[src/design/tcu_config.svh]
`ifndef TCU_CONFIG_SVH
`define TCU_CONFIG_SVH

// word and tile geometry
`define TCU_XLEN 32
`define TCU_N 2          // words per dot product
`define TCU_TILE_M 2     // tile rows
`define TCU_TILE_N 2     // tile columns

// pipeline depth of one dot-product unit
`define TCU_FMUL_LATENCY 2
`define TCU_FACC_LATENCY 2

// beat counter, 255 beats max
`define TCU_STEP_W 8

`endif

[src/design/tcu_types_pkg.sv]
`default_nettype none

`include "tcu_config.svh"

package tcu_types_pkg;

    // element formats, integer subset of the fp/int encoding
    typedef enum logic [3:0] {
        FMT_INT8  = 4'd9,
        FMT_UINT8 = 4'd10,
        FMT_INT4  = 4'd11,
        FMT_UINT4 = 4'd12
    } tcu_fmt_e;

    typedef logic [`TCU_XLEN-1:0] tcu_word_t;

    // one row of A or one column of B, as seen by a single unit
    typedef tcu_word_t [`TCU_N-1:0] tcu_row_t;

    // operand beat
    typedef struct packed {
        tcu_row_t [`TCU_TILE_M-1:0] a_rows;  // shared across columns
        tcu_row_t [`TCU_TILE_N-1:0] b_cols;  // shared across rows
    } tcu_opnd_t;

    // accumulator tile, used for C and D
    typedef struct packed {
        tcu_word_t [`TCU_TILE_M-1:0][`TCU_TILE_N-1:0] val;
    } tcu_tile_t;

endpackage

`default_nettype wire

[src/design/tcu_ctrl_pkg.sv]
`default_nettype none

`include "tcu_config.svh"

package tcu_ctrl_pkg;

    // sequencer states
    typedef enum logic [1:0] {
        ST_IDLE  = 2'd0,
        ST_RUN   = 2'd1,  // beats still being issued
        ST_DRAIN = 2'd2,  // waiting on tags in flight
        ST_DONE  = 2'd3   // one enabled cycle of done
    } tcu_state_e;

    // command word, sampled with start
    typedef struct packed {
        tcu_types_pkg::tcu_fmt_e fmt;
        logic [`TCU_STEP_W-1:0]  k_steps;  // zero means D = C
    } tcu_cmd_t;

endpackage

`default_nettype wire

[src/design/tcu_pipe_reg.sv]
`timescale 1ns/1ps
`default_nettype none

module tcu_pipe_reg #(
    parameter int DATAW = 1,
    parameter int DEPTH = 1
) (
    input  wire              clk,
    input  wire              rst,
    input  wire              enable,
    input  wire  [DATAW-1:0] data_in,
    output logic [DATAW-1:0] data_out
);

    if (DEPTH == 0) begin : g_pass
        assign data_out = data_in;  // no stages
    end else begin : g_chain
        logic [DEPTH-1:0][DATAW-1:0] stage;

        always_ff @(posedge clk) begin
            if (rst) begin
                stage <= '0;
            end else if (enable) begin
                stage[0] <= data_in;
                for (int i = 1; i < DEPTH; i++) begin
                    stage[i] <= stage[i-1];
                end
            end
        end

        assign data_out = stage[DEPTH-1];
    end

endmodule

`default_nettype wire

[src/design/tcu_sequencer.sv]
`timescale 1ns/1ps
`default_nettype none

`include "tcu_config.svh"

module tcu_sequencer (
    input  wire                            clk,
    input  wire                            rst,
    input  wire                            enable,
    input  wire                            start,
    input  wire tcu_ctrl_pkg::tcu_cmd_t    cmd,
    input  wire tcu_types_pkg::tcu_tile_t  c_tile,
    input  wire                            beat_valid,
    input  wire tcu_types_pkg::tcu_opnd_t  beat,
    input  wire tcu_types_pkg::tcu_tile_t  part,
    output tcu_types_pkg::tcu_opnd_t       tile_opnd,
    output tcu_types_pkg::tcu_fmt_e        tile_fmt,
    output tcu_types_pkg::tcu_tile_t       d_tile,
    output logic                           busy,
    output logic                           done,
    output logic                           fmt_err
);
    import tcu_types_pkg::*;
    import tcu_ctrl_pkg::*;

    localparam int LATENCY = `TCU_FMUL_LATENCY + `TCU_FACC_LATENCY;

    tcu_state_e             state;
    tcu_fmt_e               fmt_r;
    logic [`TCU_STEP_W-1:0] k_r;
    logic [`TCU_STEP_W-1:0] issued;    // beats sent into the tile
    logic [`TCU_STEP_W-1:0] returned;  // tags back out
    tcu_tile_t              acc;
    logic                   err_r;
    logic                   fmt_ok;
    logic                   beat_fire;
    logic                   tag_out;
    logic                   last_beat;
    logic                   last_tag;

    // only the integer formats are built
    always_comb begin
        case (cmd.fmt)
            FMT_INT8, FMT_UINT8, FMT_INT4, FMT_UINT4: fmt_ok = 1'b1;
            default:                                  fmt_ok = 1'b0;
        endcase
    end

    assign beat_fire = enable && (state == ST_RUN) && beat_valid;
    assign last_beat = (issued == k_r - 1'b1);
    assign last_tag  = tag_out && (returned == k_r - 1'b1);

    // valid tag, same depth as the tile
    tcu_pipe_reg #(
        .DATAW (1),
        .DEPTH (LATENCY)
    ) u_tag_pipe (
        .clk      (clk),
        .rst      (rst),
        .enable   (enable),
        .data_in  (beat_fire),
        .data_out (tag_out)
    );

    always_ff @(posedge clk) begin
        if (rst) begin
            state    <= ST_IDLE;
            fmt_r    <= FMT_INT8;
            k_r      <= '0;
            issued   <= '0;
            returned <= '0;
            acc      <= '0;
            err_r    <= 1'b0;
        end else if (enable) begin
            err_r <= 1'b0;
            case (state)
                ST_IDLE: begin
                    if (start && !fmt_ok) begin
                        err_r <= 1'b1;  // stay idle
                    end else if (start) begin
                        fmt_r    <= cmd.fmt;
                        k_r      <= cmd.k_steps;
                        issued   <= '0;
                        returned <= '0;
                        acc      <= c_tile;  // seed with C
                        state    <= (cmd.k_steps == '0) ? ST_DONE : ST_RUN;
                    end
                end
                ST_RUN: begin
                    if (beat_fire) begin
                        issued <= issued + 1'b1;
                        if (last_beat) state <= ST_DRAIN;
                    end
                end
                ST_DRAIN: begin
                    if (last_tag) state <= ST_DONE;
                end
                ST_DONE: state <= ST_IDLE;
                default: state <= ST_IDLE;
            endcase

            // partial tile lands on the edge its tag emerges
            if (tag_out) begin
                returned <= returned + 1'b1;
                for (int i = 0; i < `TCU_TILE_M; i++) begin
                    for (int j = 0; j < `TCU_TILE_N; j++) begin
                        acc.val[i][j] <= acc.val[i][j] + part.val[i][j];
                    end
                end
            end
        end
    end

    assign tile_opnd = beat_fire ? beat : '0;
    assign tile_fmt  = fmt_r;
    assign d_tile    = acc;  // holds until next start
    assign busy      = (state == ST_RUN) || (state == ST_DRAIN);
    assign done      = (state == ST_DONE) && enable;
    assign fmt_err   = err_r && enable;

endmodule

`default_nettype wire

[config.mk]
export PLATFORM = sky130hd
export DESIGN_NAME = tcu_sequencer
export DESIGN_NICKNAME = d
export VERILOG_FILES = /design/src/design/tcu_types_pkg.sv /design/src/design/tcu_ctrl_pkg.sv /design/src/design/tcu_pipe_reg.sv /design/src/design/tcu_sequencer.sv
export VERILOG_INCLUDE_DIRS = /design/src /design/src/design
export SDC_FILE = /design/constraint.sdc
export NUM_CORES = 1
export LEC_CHECK = 0
export BUFFER_PORTS_ARGS = -buffer_cell sky130_fd_sc_hd__buf_2
export CAP_MARGIN = 20
export CORE_AREA = 2 2 354 356
export CTS_CLUSTER_SIZE = 24
export DETAILED_ROUTE_END_ITERATION = 8
export DIE_AREA = 0 0 356 358
export MAX_ROUTING_LAYER = met4
export SYNTH_ARGS = -nofsm -noshare
export SYNTH_HDL_FRONTEND = slang
export SYNTH_SLANG_ARGS = --single-unit
[constraint.sdc]
create_clock -name clk -period 9.15 [get_ports clk]
set_input_delay 1.3725 -clock clk [delete_from_list [all_inputs] [get_ports clk]]
set_output_delay 1.3725 -clock clk [all_outputs]
set_load 0.01 [all_outputs]
## After elaboration in Yosys (flattened, before gate mapping)

Index checks and enable logic that the tools add are counted.

| cells by class | value |
|---|---|
| $add $sub $neg | 7 |
| bitwise operators | 1 |
| reduce and logical (&&, ||, !) cells | 18 |
| equality and inequality tests | 15 |
| mux-type cells | 21 |

Operators with widths:

| operator | number |
|---|---|
| 2-to-1 mux 128 bit | 4 |
| 2-to-1 mux 256 bit | 1 |
| adder 32 bit | 4 |
| 2-to-1 mux 8 bit | 5 |
| adder 8 x 1 -> 8 bit (second input constant) | 2 |
| equality test 4 bit (second input constant) | 4 |
| equality test 8 bit | 2 |
| one-hot mux 8 bit (2 select lines) | 1 |
| 2-to-1 mux 2 bit | 6 |
| != test 2 bit (second input constant) | 5 |
| logical NOT 8 bit | 1 |
| one-hot mux 2 bit (4 select lines) | 1 |
| AND reduction 4 bit | 2 |
| subtractor 8 x 1 -> 8 bit (second input constant) | 1 |
| logical AND 1 bit | 6 |
| AND reduction 6 bit | 1 |
| nonzero test 2 bit | 3 |
| AND reduction 5 bit | 1 |
| equality test 2 bit (second input constant) | 2 |
| OR reduction 4 bit | 1 |
| 2-to-1 mux 1 bit | 3 |
| equality test 2 x 1 -> 1 bit (second input constant) | 1 |
| logical NOT 2 bit | 1 |
| != test 2 x 1 -> 1 bit (second input constant) | 1 |
| 3 further kinds | 3 |

| word-level totals | value |
|---|---|
| word-level logic and storage cells | 76 |
| output and inout port bits | 391 |
| input bits | 529 |
| flip-flop bits (word level) | 163 |

## Logic depth before layout (Yosys ltp)

Gate-level depths: netlist (run 1).

| depth | value |
|---|---|
| depth after elaboration | 8 |
| mapped depth | 12 |
| gate-level depth less buffers | 12 |

## Cells and area by module

A second synthesis (run 1) with hierarchy kept.

| unflattened totals | value |
|---|---|
| cell total of the unflattened synthesis | 2064 |
| area total of the unflattened synthesis | 15584.9 sq um |

By module, submodules not included:

| module | area each (sq um) | instances | cells an instance | sequential area each (sq um) |
|---|---|---|---|---|
| tcu_sequencer | 15444.8 | 1 | 2051 | 3183.1 |
| tcu_pipe_reg | 140.1 | 1 | 13 | 80.1 |

## Least setup slack after synthesis (run 1)

No wires, ideal clock.

| timing | value |
|---|---|
| path kind | input to output |
| start point | input port enable |
| end point | output port tile_opnd[100] (netlist name) |
| buffers on the path | 3 |
| path slack | 4.949 ns |
| stages on the path | 6 |
| data required time | 7.777 ns |
| arrival | 2.828 ns |
| cell sequence | buf_2 clkinv_1 nor3_1 clkbuf_1 clkbuf_1 and2_1 |

RTL lines:

| item | RTL line | text |
|---|---|---|
| from (decl) | tcu_sequencer.sv:9 | `input wire enable,` |
| to (decl) | tcu_sequencer.sv:16 | `output tcu_types_pkg::tcu_opnd_t tile_opnd,` |

==> impl_metrics.csv, run 1 <==
group,metric,value,unit
run_status,status,"complete, no violations",
worst_setup_path,slowest_stage,"buf_12",
placed_design,gp_congestion,0.9958,
clock_network,cts_hold_buf,0,
route,via_per_inst,4.133,
clock_network,numCtsBuffers,17,
sta,finalCritPeriodShare,56.69,%
synthesis,synth_top_cell_by_area,"dfxtp_1",
worst_setup_path,cpMostUsedCell,"buf_2",
worst_setup_path,crit_chain,"buf_2 > clkinv_1 > nor3_2 > buf_12 > and2_1 > buf_2",
sta,slew_violations,0,
clock_network,cts_tree,"done",
synthesis,yosysSeqAreaShare,21.50,%
sta,relSlewSlack,23.40,%
power,power_leakage,10.79,nW
sta,max_freq,192.8,MHz
synthesis,yosys-top-cells-count,"and2_1 (261), nor2_1 (209), a21oi_1 (195), dfxtp_1 (163), nand2_1 (136)",
synthesis,synthAdderAreaFrac,11.33,%
layout,drive_gt1_share,35.41,%
sta,rsz0062_at_grt,"no",
layout,num-fill-cells,14135,
synthesis,yosys.area_share.simple,26.44,%
route,wl,153.9,mm
sta,skew,0.01993,ns
placed_design,pre_cts_ws,3.995,ns
floorplan,die_y,358,µm
synthesis,synth_fp_nets,2678,
synthesis,synth_top_area_share,21.50,%
worst_setup_path,worstPathArrival,3.81,ns
power,total_power,2.573,mW
run,maxCapViolCount,0,
synthesis,yosys_warnings,0,
route,drt.antenna.violating_nets,0,
synthesis,synth_edf_count,0,
power,power_density,113.0,nW/µm²
placed_design,dp_hpwl,135.2,mm
worst_setup_path,crit_fanout,257,
placed_design,io_buffers,919,
synthesis,synth_compound_area_share,26.27,%
sta,worst_pin_slew,1.149,ns
sta,finalWorstSetupSlack,3.963,ns
worst_setup_path,path_delay_family,"buffers and inverters",
worst_setup_path,rrSetupSlack,5.37,ns
clock_network,post_cts_buffers,0,
synthesis,synthXorXnorAreaFrac,7.675,%
synthesis,muxShareOfSynthArea,2.926,%
floorplan,rows,129,
worst_setup_path,max_stage_delay,0.58,ns
floorplan,core_area,123300,µm²
synthesis,synth_most_common_cell,"and2_1",
worst_setup_path,r2r-end,"d_tile[126]$_SDFFE_PP0P_",
layout,syn2layout_area_growth,49.99,%
floorplan,die-area,127400,µm²
route,drtIter0Drc,1547,
synthesis,synth_ff_type,"dfxtp_1",
floorplan,num_io_pins,920,
clock_network,ctsResizeCount,0,
worst_hold_path,min_from,"tile_fmt[3]$_SDFFE_PP1P_",
global_route,antenna_found_initial,149,
synthesis,synth_area_per_cell,7.536,µm²
power,peakVddDrop,0.1547,mV
sta,finalCriticalPeriod,5.187,ns
layout,post-route-util,18.46,%
route,firstDrtPassIters,6,
sta,finalSetupViolations,0,
global_route,grt_pass1_wl,190.5,mm
synthesis,async_flop_share,0,%
sta,setup-tns-final,0,ns
worst_setup_path,required,7.78,ns
worst_setup_path,endpoint_kind,"output port",
worst_setup_path,timing.rr.start,"d_tile[96]$_SDFFE_PP0P_",
synthesis,synth.distinct_cells,91,
synthesis,postSynthCellCount,2014,
worst_hold_path,hold_class,"reg2reg",
clock_network,clk_latency,0.52,ns
worst_setup_path,cp.buffers_inverters,4,
clock_network,clock_path_buffers,2,
clock_network,cts.clk_slew.worst_paths,0.07,ns
worst_setup_path,start_kind,"input port",
synthesis,synth_top_family_by_area,"simple AND/OR/NAND/NOR gates",
clock_network,root_buffer,"clkbuf_16",
worst_setup_path,worstSetupPathType,"in2out",
route,drc,0,
synthesis,ys_ff_latch,163,
global_route,grt_pass1_vias,18403,
synthesis,synth_area_leaders,"dfxtp_1 (21%), ha_1 (11%), and2_1 (11%), a21oi_1 (6.4%), nor2_1 (5.2%)",
global_route,grt_max_degree,258,
clock_network,cts.sinks,163,
global_route,grt_use_total,23.94,%
worst_setup_path,reg2reg_depth,12,
worst_hold_path,min_delay_path_depth,1,
route,vias,19578,
sta,hold_viol,0,
layout,layout.nets,3522,
floorplan,dieWidth,356,µm
global_route,grt_overflow,0,
floorplan,initial_utilization,12.31,%
clock_network,h-tree-depth,4,
worst_hold_path,whs_endpoint,"tile_fmt[3]$_SDFFE_PP1P_",
synthesis,netlist_area,15180,µm²
route,wl_per_cell,32.48,µm
## cell families (layout without fill, tap and decap cells)
family | Yosys count | after routing
compound gates | 602 | 602
other cells | 0 | 231
fa+ha+maj | 135 | 135
xor+xnor | 133 | 133
flops | 163 | 163
buf+inv | 154 | 1009
mux | 44 | 44
simple gates | 783 | 783
## how the worst max path moves through the flow
stage                       from        endpoint  slack (ns)  cells after the start
after floorplan           enable  tile_opnd[100]        4.95                      6
after global placement    enable  tile_opnd[237]        4.09                      6
after detailed placement  enable    tile_opnd[5]        4.00                      6
after CTS                 enable    tile_opnd[5]        4.00                      6
after global routing      enable  tile_opnd[237]        3.84                      6
final                     enable   tile_opnd[15]        3.96                      6
## stage by stage
step | hold slack, ns | instances | cell area [µm²]
floorplan | 0.4488 | 2014 | 15180
global placement | 0.4215 | 4475 | 21580
detailed placement | 0.4268 | 4475 | 21580
CTS | 0.4473 | 4505 | 22180
global route | 0.4821 | 4686 | 22640
finish | 0.4432 | 4737 | 22770
## power by group
part	total [mW]	switching, mW	internal [mW]
Clock	0.829	0.396	0.432
Combinational	0.969	0.632	0.337
Sequential	0.775	0.0328	0.742
Total	2.57	1.06	1.51
## placed cells by master, fill, tap and decap left out, drive strengths merged, types with 41 or more instances in the layout
cell,n
and2,263
a21o,51
diode,231
xor2,57
nor2,209
xnor2,76
ha,131
mux2i,41
nand2,136
buf,936
a21oi,196
dfxtp,163
o21ai,90
inv,46
a211oi,99
## sequential cells by signal, indices dropped and copies added (netlist names)
register / cells
d_tile: 128
issued: 8
k_r: 8
returned: 8
tile_fmt: 4
u_tag_pipe.g_chain.stage: 3
state: 2
err_r: 1
u_tag_pipe.data_out: 1
## per-layer routing
layer  part of all wire, %  routed length [µm]  vias to the layer above  track usage [%]
met5                     0                   0                        -                -
met4                   1.5                2318                        0            3.165
met3                   9.5               14640                      179            10.20
met2                    40               61200                      952            32.89
met1                    49               75710                     9223            32.75
li1                      -                   -                     9224                -
## area by class of cell
type                       count  area [µm²]  area share, %
multi-input combinational   1697       11360          49.91
timing repair buffer         936        4746          20.85
sequential                   163        3267          14.35
tap                         1637        2048          8.997
antenna                      231       578.1          2.539
clock buffer                  17       425.4          1.869
clock inverter                13       176.4         0.7749
inverter                      43       162.7         0.7145
Power figures use the tool's default switching activity.
==> run 2: changes to the inputs <==
CORE_AREA = 2 2 355 357   (was 2 2 354 356)
DIE_AREA = 0 0 357 359   (was 0 0 356 358)
clock period = 4.98 ns   (was 9.15 ns; I/O delays follow)
==> run 2 against run 1 <==
Cell count is 1.9% lower; via count hardly changed; clock power is 68% higher; die area is 0.56% higher; critical path type is now reg2out; highest routed layer unchanged.
==> impl_metrics.csv, run 2 (synthesis gave the netlist of run 1 again) <==
group,metric,value,unit
sta,finalCritPeriodShare,75.52,%
sta,setup-tns-final,0,ns
route,firstDrtPassIters,5,
worst_setup_path,slowest_stage,"and2_1",
global_route,grt_max_degree,107,
clock_network,ctsResizeCount,0,
floorplan,core_area,124600,µm²
run_status,status,"complete, no violations",
route,vias,19584,
layout,layout_commonest_cell,"buf_2",
power,p_sw,1.884,mW
sta,hold_viol,0,
route,wl,153.0,mm
floorplan,dieWidth,357,µm
worst_setup_path,crit_fanout,96,
floorplan,initial_utilization,12.18,%
layout,num-fill-cells,14389,
sta,relSlewSlack,32.21,%
sta,finalWorstSetupSlack,1.219,ns
clock_network,h-tree-depth,4,
clock_network,clock_path_buffers,2,
power,p_seq_share,31.3,%
global_route,grt_use_total,23.75,%
worst_setup_path,worstPathArrival,3.01,ns
worst_hold_path,min_from,"tile_fmt[3]$_SDFFE_PP1P_",
power,power_density,201.3,nW/µm²
floorplan,die-area,128200,µm²
clock_network,cts_hold_buf,0,
placed_design,dp_hpwl,136.4,mm
power,power_frac_clock,30.6,%
clock_network,cts_tree,"done",
power,peakVddDrop,0.3139,mV
layout,multi_input_area,11360,µm²
power,power_leakage,10.84,nW
worst_setup_path,cpMostUsedCell,"inv_1",
sta,finalSetupViolations,0,
sta,worst_pin_slew,1.017,ns
worst_setup_path,cp-startpoint,"state[1]$_SDFFE_PP0P_",
floorplan,die_y,359,µm
layout,drive_gt1_share,35.65,%
power,combPwrFrac,38.0,%
worst_setup_path,required,4.23,ns
global_route,grt_pass1_vias,18280,
floorplan,num_io_pins,920,
global_route,grt_pass1_wl,191.4,mm
worst_setup_path,start_kind,"flip-flop",
power,p_sw_share,41.46,%
sta,slew_violations,0,
route,drtIter0Drc,1516,
layout,seqCellArea,3267,µm²
route,via_per_inst,4.215,
clock_network,cts.clk_slew.worst_paths,0.08,ns
sta,skew,0.02078,ns
layout,syn2layout_area_growth,48.71,%
layout,largest_reg_flops,128,
worst_hold_path,hold_class,"reg2reg",
run,maxCapViolCount,0,
placed_design,io_buffers,919,
layout,final_cell_mix,"buf_2 (918), and2_1 (261), nor2_1 (207)",
worst_setup_path,timing.rr.start,"d_tile[96]$_SDFFE_PP0P_",
power,p_int,2.660,mW
placed_design,gp_congestion,1.085,
clock_network,cts.sinks,163,
sta,finalCriticalPeriod,3.761,ns
clock_network,root_buffer,"clkbuf_16",
clock_network,numCtsBuffers,17,
route,drc,0,
global_route,antenna_found_initial,122,
worst_setup_path,worstSetupPathType,"reg2out",
clock_network,post_cts_buffers,0,
global_route,grt_overflow,0,
sta,max_freq,265.9,MHz
worst_setup_path,endpoint_kind,"output port",
worst_setup_path,max_stage_delay,0.68,ns
placed_design,pre_cts_ws,0.9390,ns
route,drt.antenna.violating_nets,0,
clock_network,clk_latency,0.54,ns
worst_setup_path,crit_chain,"inv_1 > ha_1 > inv_1 > nor3_2 > buf_12 > and2_1 > buf_2",
sta,holdWs,0.4441,ns
floorplan,rows,130,
sta,rsz0062_at_grt,"no",
layout,layout.nets,3533,
route,wl_per_cell,32.93,µm
-- run 2: changes by cell type in the layout (fill, tap and decap cells not counted), sizes merged --
cell,change
diode,-116
inv,+1
clkbuf,+3
buf,+11
bufinv,-3
-- run 2: cell type report --
class	instances	area share, %
clock buffer	20	2.023
multi-input combinational	1697	50.34
tap	1650	9.146
antenna	115	1.275
inverter	43	0.7206
sequential	163	14.47
timing repair buffer	947	21.61
clock inverter	11	0.4102
-- run 2: metal layers --
layer / routed length, µm / global-route usage [%] / up-vias
met2: 59880 / 32.15 / 995
met1: 74470 / 32.95 / 9276
li1: - / - / 9121
met5: 0 / - / -
met3: 13360 / 7.883 / 192
met4: 5257 / 6.739 / 0
-- run 2: per-stage QoR --
| stage | power [mW] | cells | utilization [%] | area (µm²) |
|---|---|---|---|---|
| after CTS | 4.574 | 4531 | 17.89 | 22280 |
| after detailed placement | 3.155 | 4500 | 17.44 | 21730 |
| after global placement | 3.153 | 4500 | 17.44 | 21730 |
| after floorplan | 2.270 | 2014 | - | 15180 |
| after global routing | 4.759 | 4611 | 18.05 | 22480 |
| final | 4.544 | 4646 | 18.12 | 22570 |
-- run 2: critical path, delay by kind of cell (launching register included) --
family,cells,cell delay (ns)
buf+inv,4,0.77
simple gates,2,1.04
flops,1,0.35
fa+ha+maj,1,0.21
-- run 2: final timing paths --
| path | slack, ns | endpoint | depth (start not counted) |
|---|---|---|---|
| worst max-delay path | 1.22 | tile_opnd[93] | 7 |
| worst min-delay path | 0.44 | tile_fmt[3]$_SDFFE_PP1P_ | 1 |
| worst max register to register | 1.43 | d_tile[126]$_SDFFE_PP0P_ | 12 |
| worst min register to register | 0.44 | tile_fmt[3]$_SDFFE_PP1P_ | 1 |
-- run 2: power groups by stage --
stage               combinational [mW]  sequential [mW]  clock, mW
floorplan                        0.808             1.46          0
global placement                  1.70             1.45          0
detailed placement                1.70             1.45          0
CTS                               1.71             1.42       1.44
global route                      1.85             1.43       1.48
finish                            1.73             1.42       1.39
==> run 3: changes to the inputs <==
CORE_AREA = 2 2 361 363   (was 2 2 355 357)
DIE_AREA = 0 0 363 365   (was 0 0 357 359)
clock period = 3.22 ns   (was 4.98 ns; I/O delays follow)
==> run 3 against run 2 <==
Critical path type unchanged; wire length shrank 1.4%; largest cell class unchanged; setup slack lost 1.1 ns; via count grew 1.2%; sequential cell count is the same; first-iteration DRC count grew 7.4%; global-route usage shrank 1.3 points; non-clock buffer count grew 104.
==> impl_metrics.csv, run 3 (synthesis gave the netlist of run 1 again) <==
group,metric,value,unit
run_status,status,"complete, no violations",
power,peakVddDrop,0.4442,mV
route,vias,19820,
sta,worst_pin_slew,1.029,ns
route,drc,0,
route,via_per_inst,4.150,
layout,syn2layout_area_growth,57.31,%
worst_setup_path,start_kind,"flip-flop",
floorplan,die-area,132500,µm²
clock_network,cts_tree,"done",
power,power_leakage,11.50,nW
power,total_power,7.367,mW
layout,post-route-util,18.56,%
floorplan,rows,132,
worst_setup_path,cp.buffers_inverters,4,
power,power_density,308.5,nW/µm²
route,drt.antenna.violating_nets,0,
clock_network,cts.clk_slew.worst_paths,0.08,ns
worst_setup_path,required,2.74,ns
worst_setup_path,path_delay_family,"simple AND/OR/NAND/NOR gates",
sta,relSlewSlack,31.38,%
layout,layout.nets,3637,
global_route,antenna_found_initial,115,
global_route,grt_pass1_wl,188.2,mm
run,maxCapViolCount,0,
placed_design,io_buffers,919,
sta,holdWs,0.1955,ns
sta,finalWorstSetupSlack,0.09822,ns
placed_design,gp_congestion,1.005,
global_route,grt_use_total,22.48,%
worst_setup_path,slowest_stage,"and2_1",
clock_network,h-tree-depth,4,
placed_design,pre_cts_ws,-0.1955,ns
layout,drive_gt1_share,38.45,%
floorplan,core_area,128700,µm²
worst_setup_path,reg2reg_depth,13,
sta,hold_viol,0,
sta,finalCritPeriodShare,96.95,%
global_route,grt_max_degree,95,
worst_setup_path,max_stage_delay,0.56,ns
layout,finalInstanceArea,23880,µm²
clock_network,cts.sinks,163,
sta,slew_violations,0,
layout,num-fill-cells,14687,
floorplan,dieWidth,363,µm
worst_setup_path,endpoint_kind,"output port",
worst_hold_path,min_delay_path_depth,3,
sta,max_freq,320.3,MHz
clock_network,numCtsBuffers,17,
global_route,grt_pass1_vias,18557,
route,wl_per_cell,31.59,µm
clock_network,clk_latency,0.54,ns
worst_setup_path,cpMostUsedCell,"inv_1",
worst_setup_path,crit_fanout,30,
placed_design,place_area,22870,µm²
clock_network,clock_path_buffers,2,
sta,skew,0.01932,ns
floorplan,num_io_pins,920,
route,drtIter0Drc,1628,
placed_design,dp_hpwl,134.5,mm
floorplan,initial_utilization,11.80,%
route,wl,150.9,mm
clock_network,root_buffer,"clkbuf_16",
worst_setup_path,worstPathArrival,2.64,ns
layout,layout_commonest_cell,"buf_2",
route,firstDrtPassIters,5,
layout,final_cell_mix,"buf_2 (918), and2_1 (258), nor2_1 (207)",
placed_design,placed_cells_incl_taps,4627,
floorplan,die_y,365,µm
clock_network,cts_hold_buf,0,
sta,finalSetupViolations,0,
worst_setup_path,worstSetupPathType,"reg2out",
layout,final_cells,4776,
worst_setup_path,crit_chain,"inv_1 > ha_1 > inv_1 > nor3_4 > clkbuf_16 > and2_1 > buf_2",
layout,largest_reg_flops,128,
worst_hold_path,hold_class,"in2reg",
sta,finalCriticalPeriod,3.122,ns
worst_setup_path,worst-path-stages,7,
global_route,grt_overflow,0,
sta,setup-tns-final,0,ns
==> run 3: power by group <==
part	total, mW	switching [mW]	internal [mW]
Sequential	2.20	0.0935	2.11
Clock	2.41	1.18	1.24
Combinational	2.75	1.67	1.08
==> run 3: layout make-up <==
cell class / instances / area [µm²] / share of cell area (%)
clock inverter: 13 / 158.9 / 0.6655
antenna: 115 / 287.8 / 1.205
timing repair buffer: 1051 / 6006 / 25.15
inverter: 43 / 162.7 / 0.6812
clock buffer: 19 / 464.2 / 1.944
sequential: 163 / 3268 / 13.69
tap: 1675 / 2096 / 8.777
multi-input combinational: 1697 / 11430 / 47.89
==> run 3: path summary, 6_finish.rpt <==
path | slack, ns | to | startpoint
worst min-delay path | 0.20 | k_r[0]$_SDFFE_PP0P_ | cmd[0]
worst max-delay path | 0.1 | tile_opnd[21] | state[1]$_SDFFE_PP0P_
worst max register to register | 0.16 | d_tile[126]$_SDFFE_PP0P_ | d_tile[96]$_SDFFE_PP0P_
worst min register to register | 0.46 | tile_fmt[3]$_SDFFE_PP1P_ | tile_fmt[3]$_SDFFE_PP1P_
==> run 3: metal layers <==
layer  GRT usage [%]  wire length [µm]  up-vias
li1                -                 -     9328
met1           28.86             70290     9289
met2           28.67             56930     1039
met3           12.48             17670      164
met4           8.177              5975        0
met5               -                 0        -
==> run 3: worst min-delay path: stages <==
cell and delay [ns]:
buf_2 0.10, nand2_1 0.05, a21oi_1 0.05
==> run 3: timing repair <==
| action | in CTS | in global routing |
|---|---|---|
| gates resized for setup | 0 | 21 |
| setup buffers | 0 | 1 |
| setup endpoints to repair | 0 | 90 |
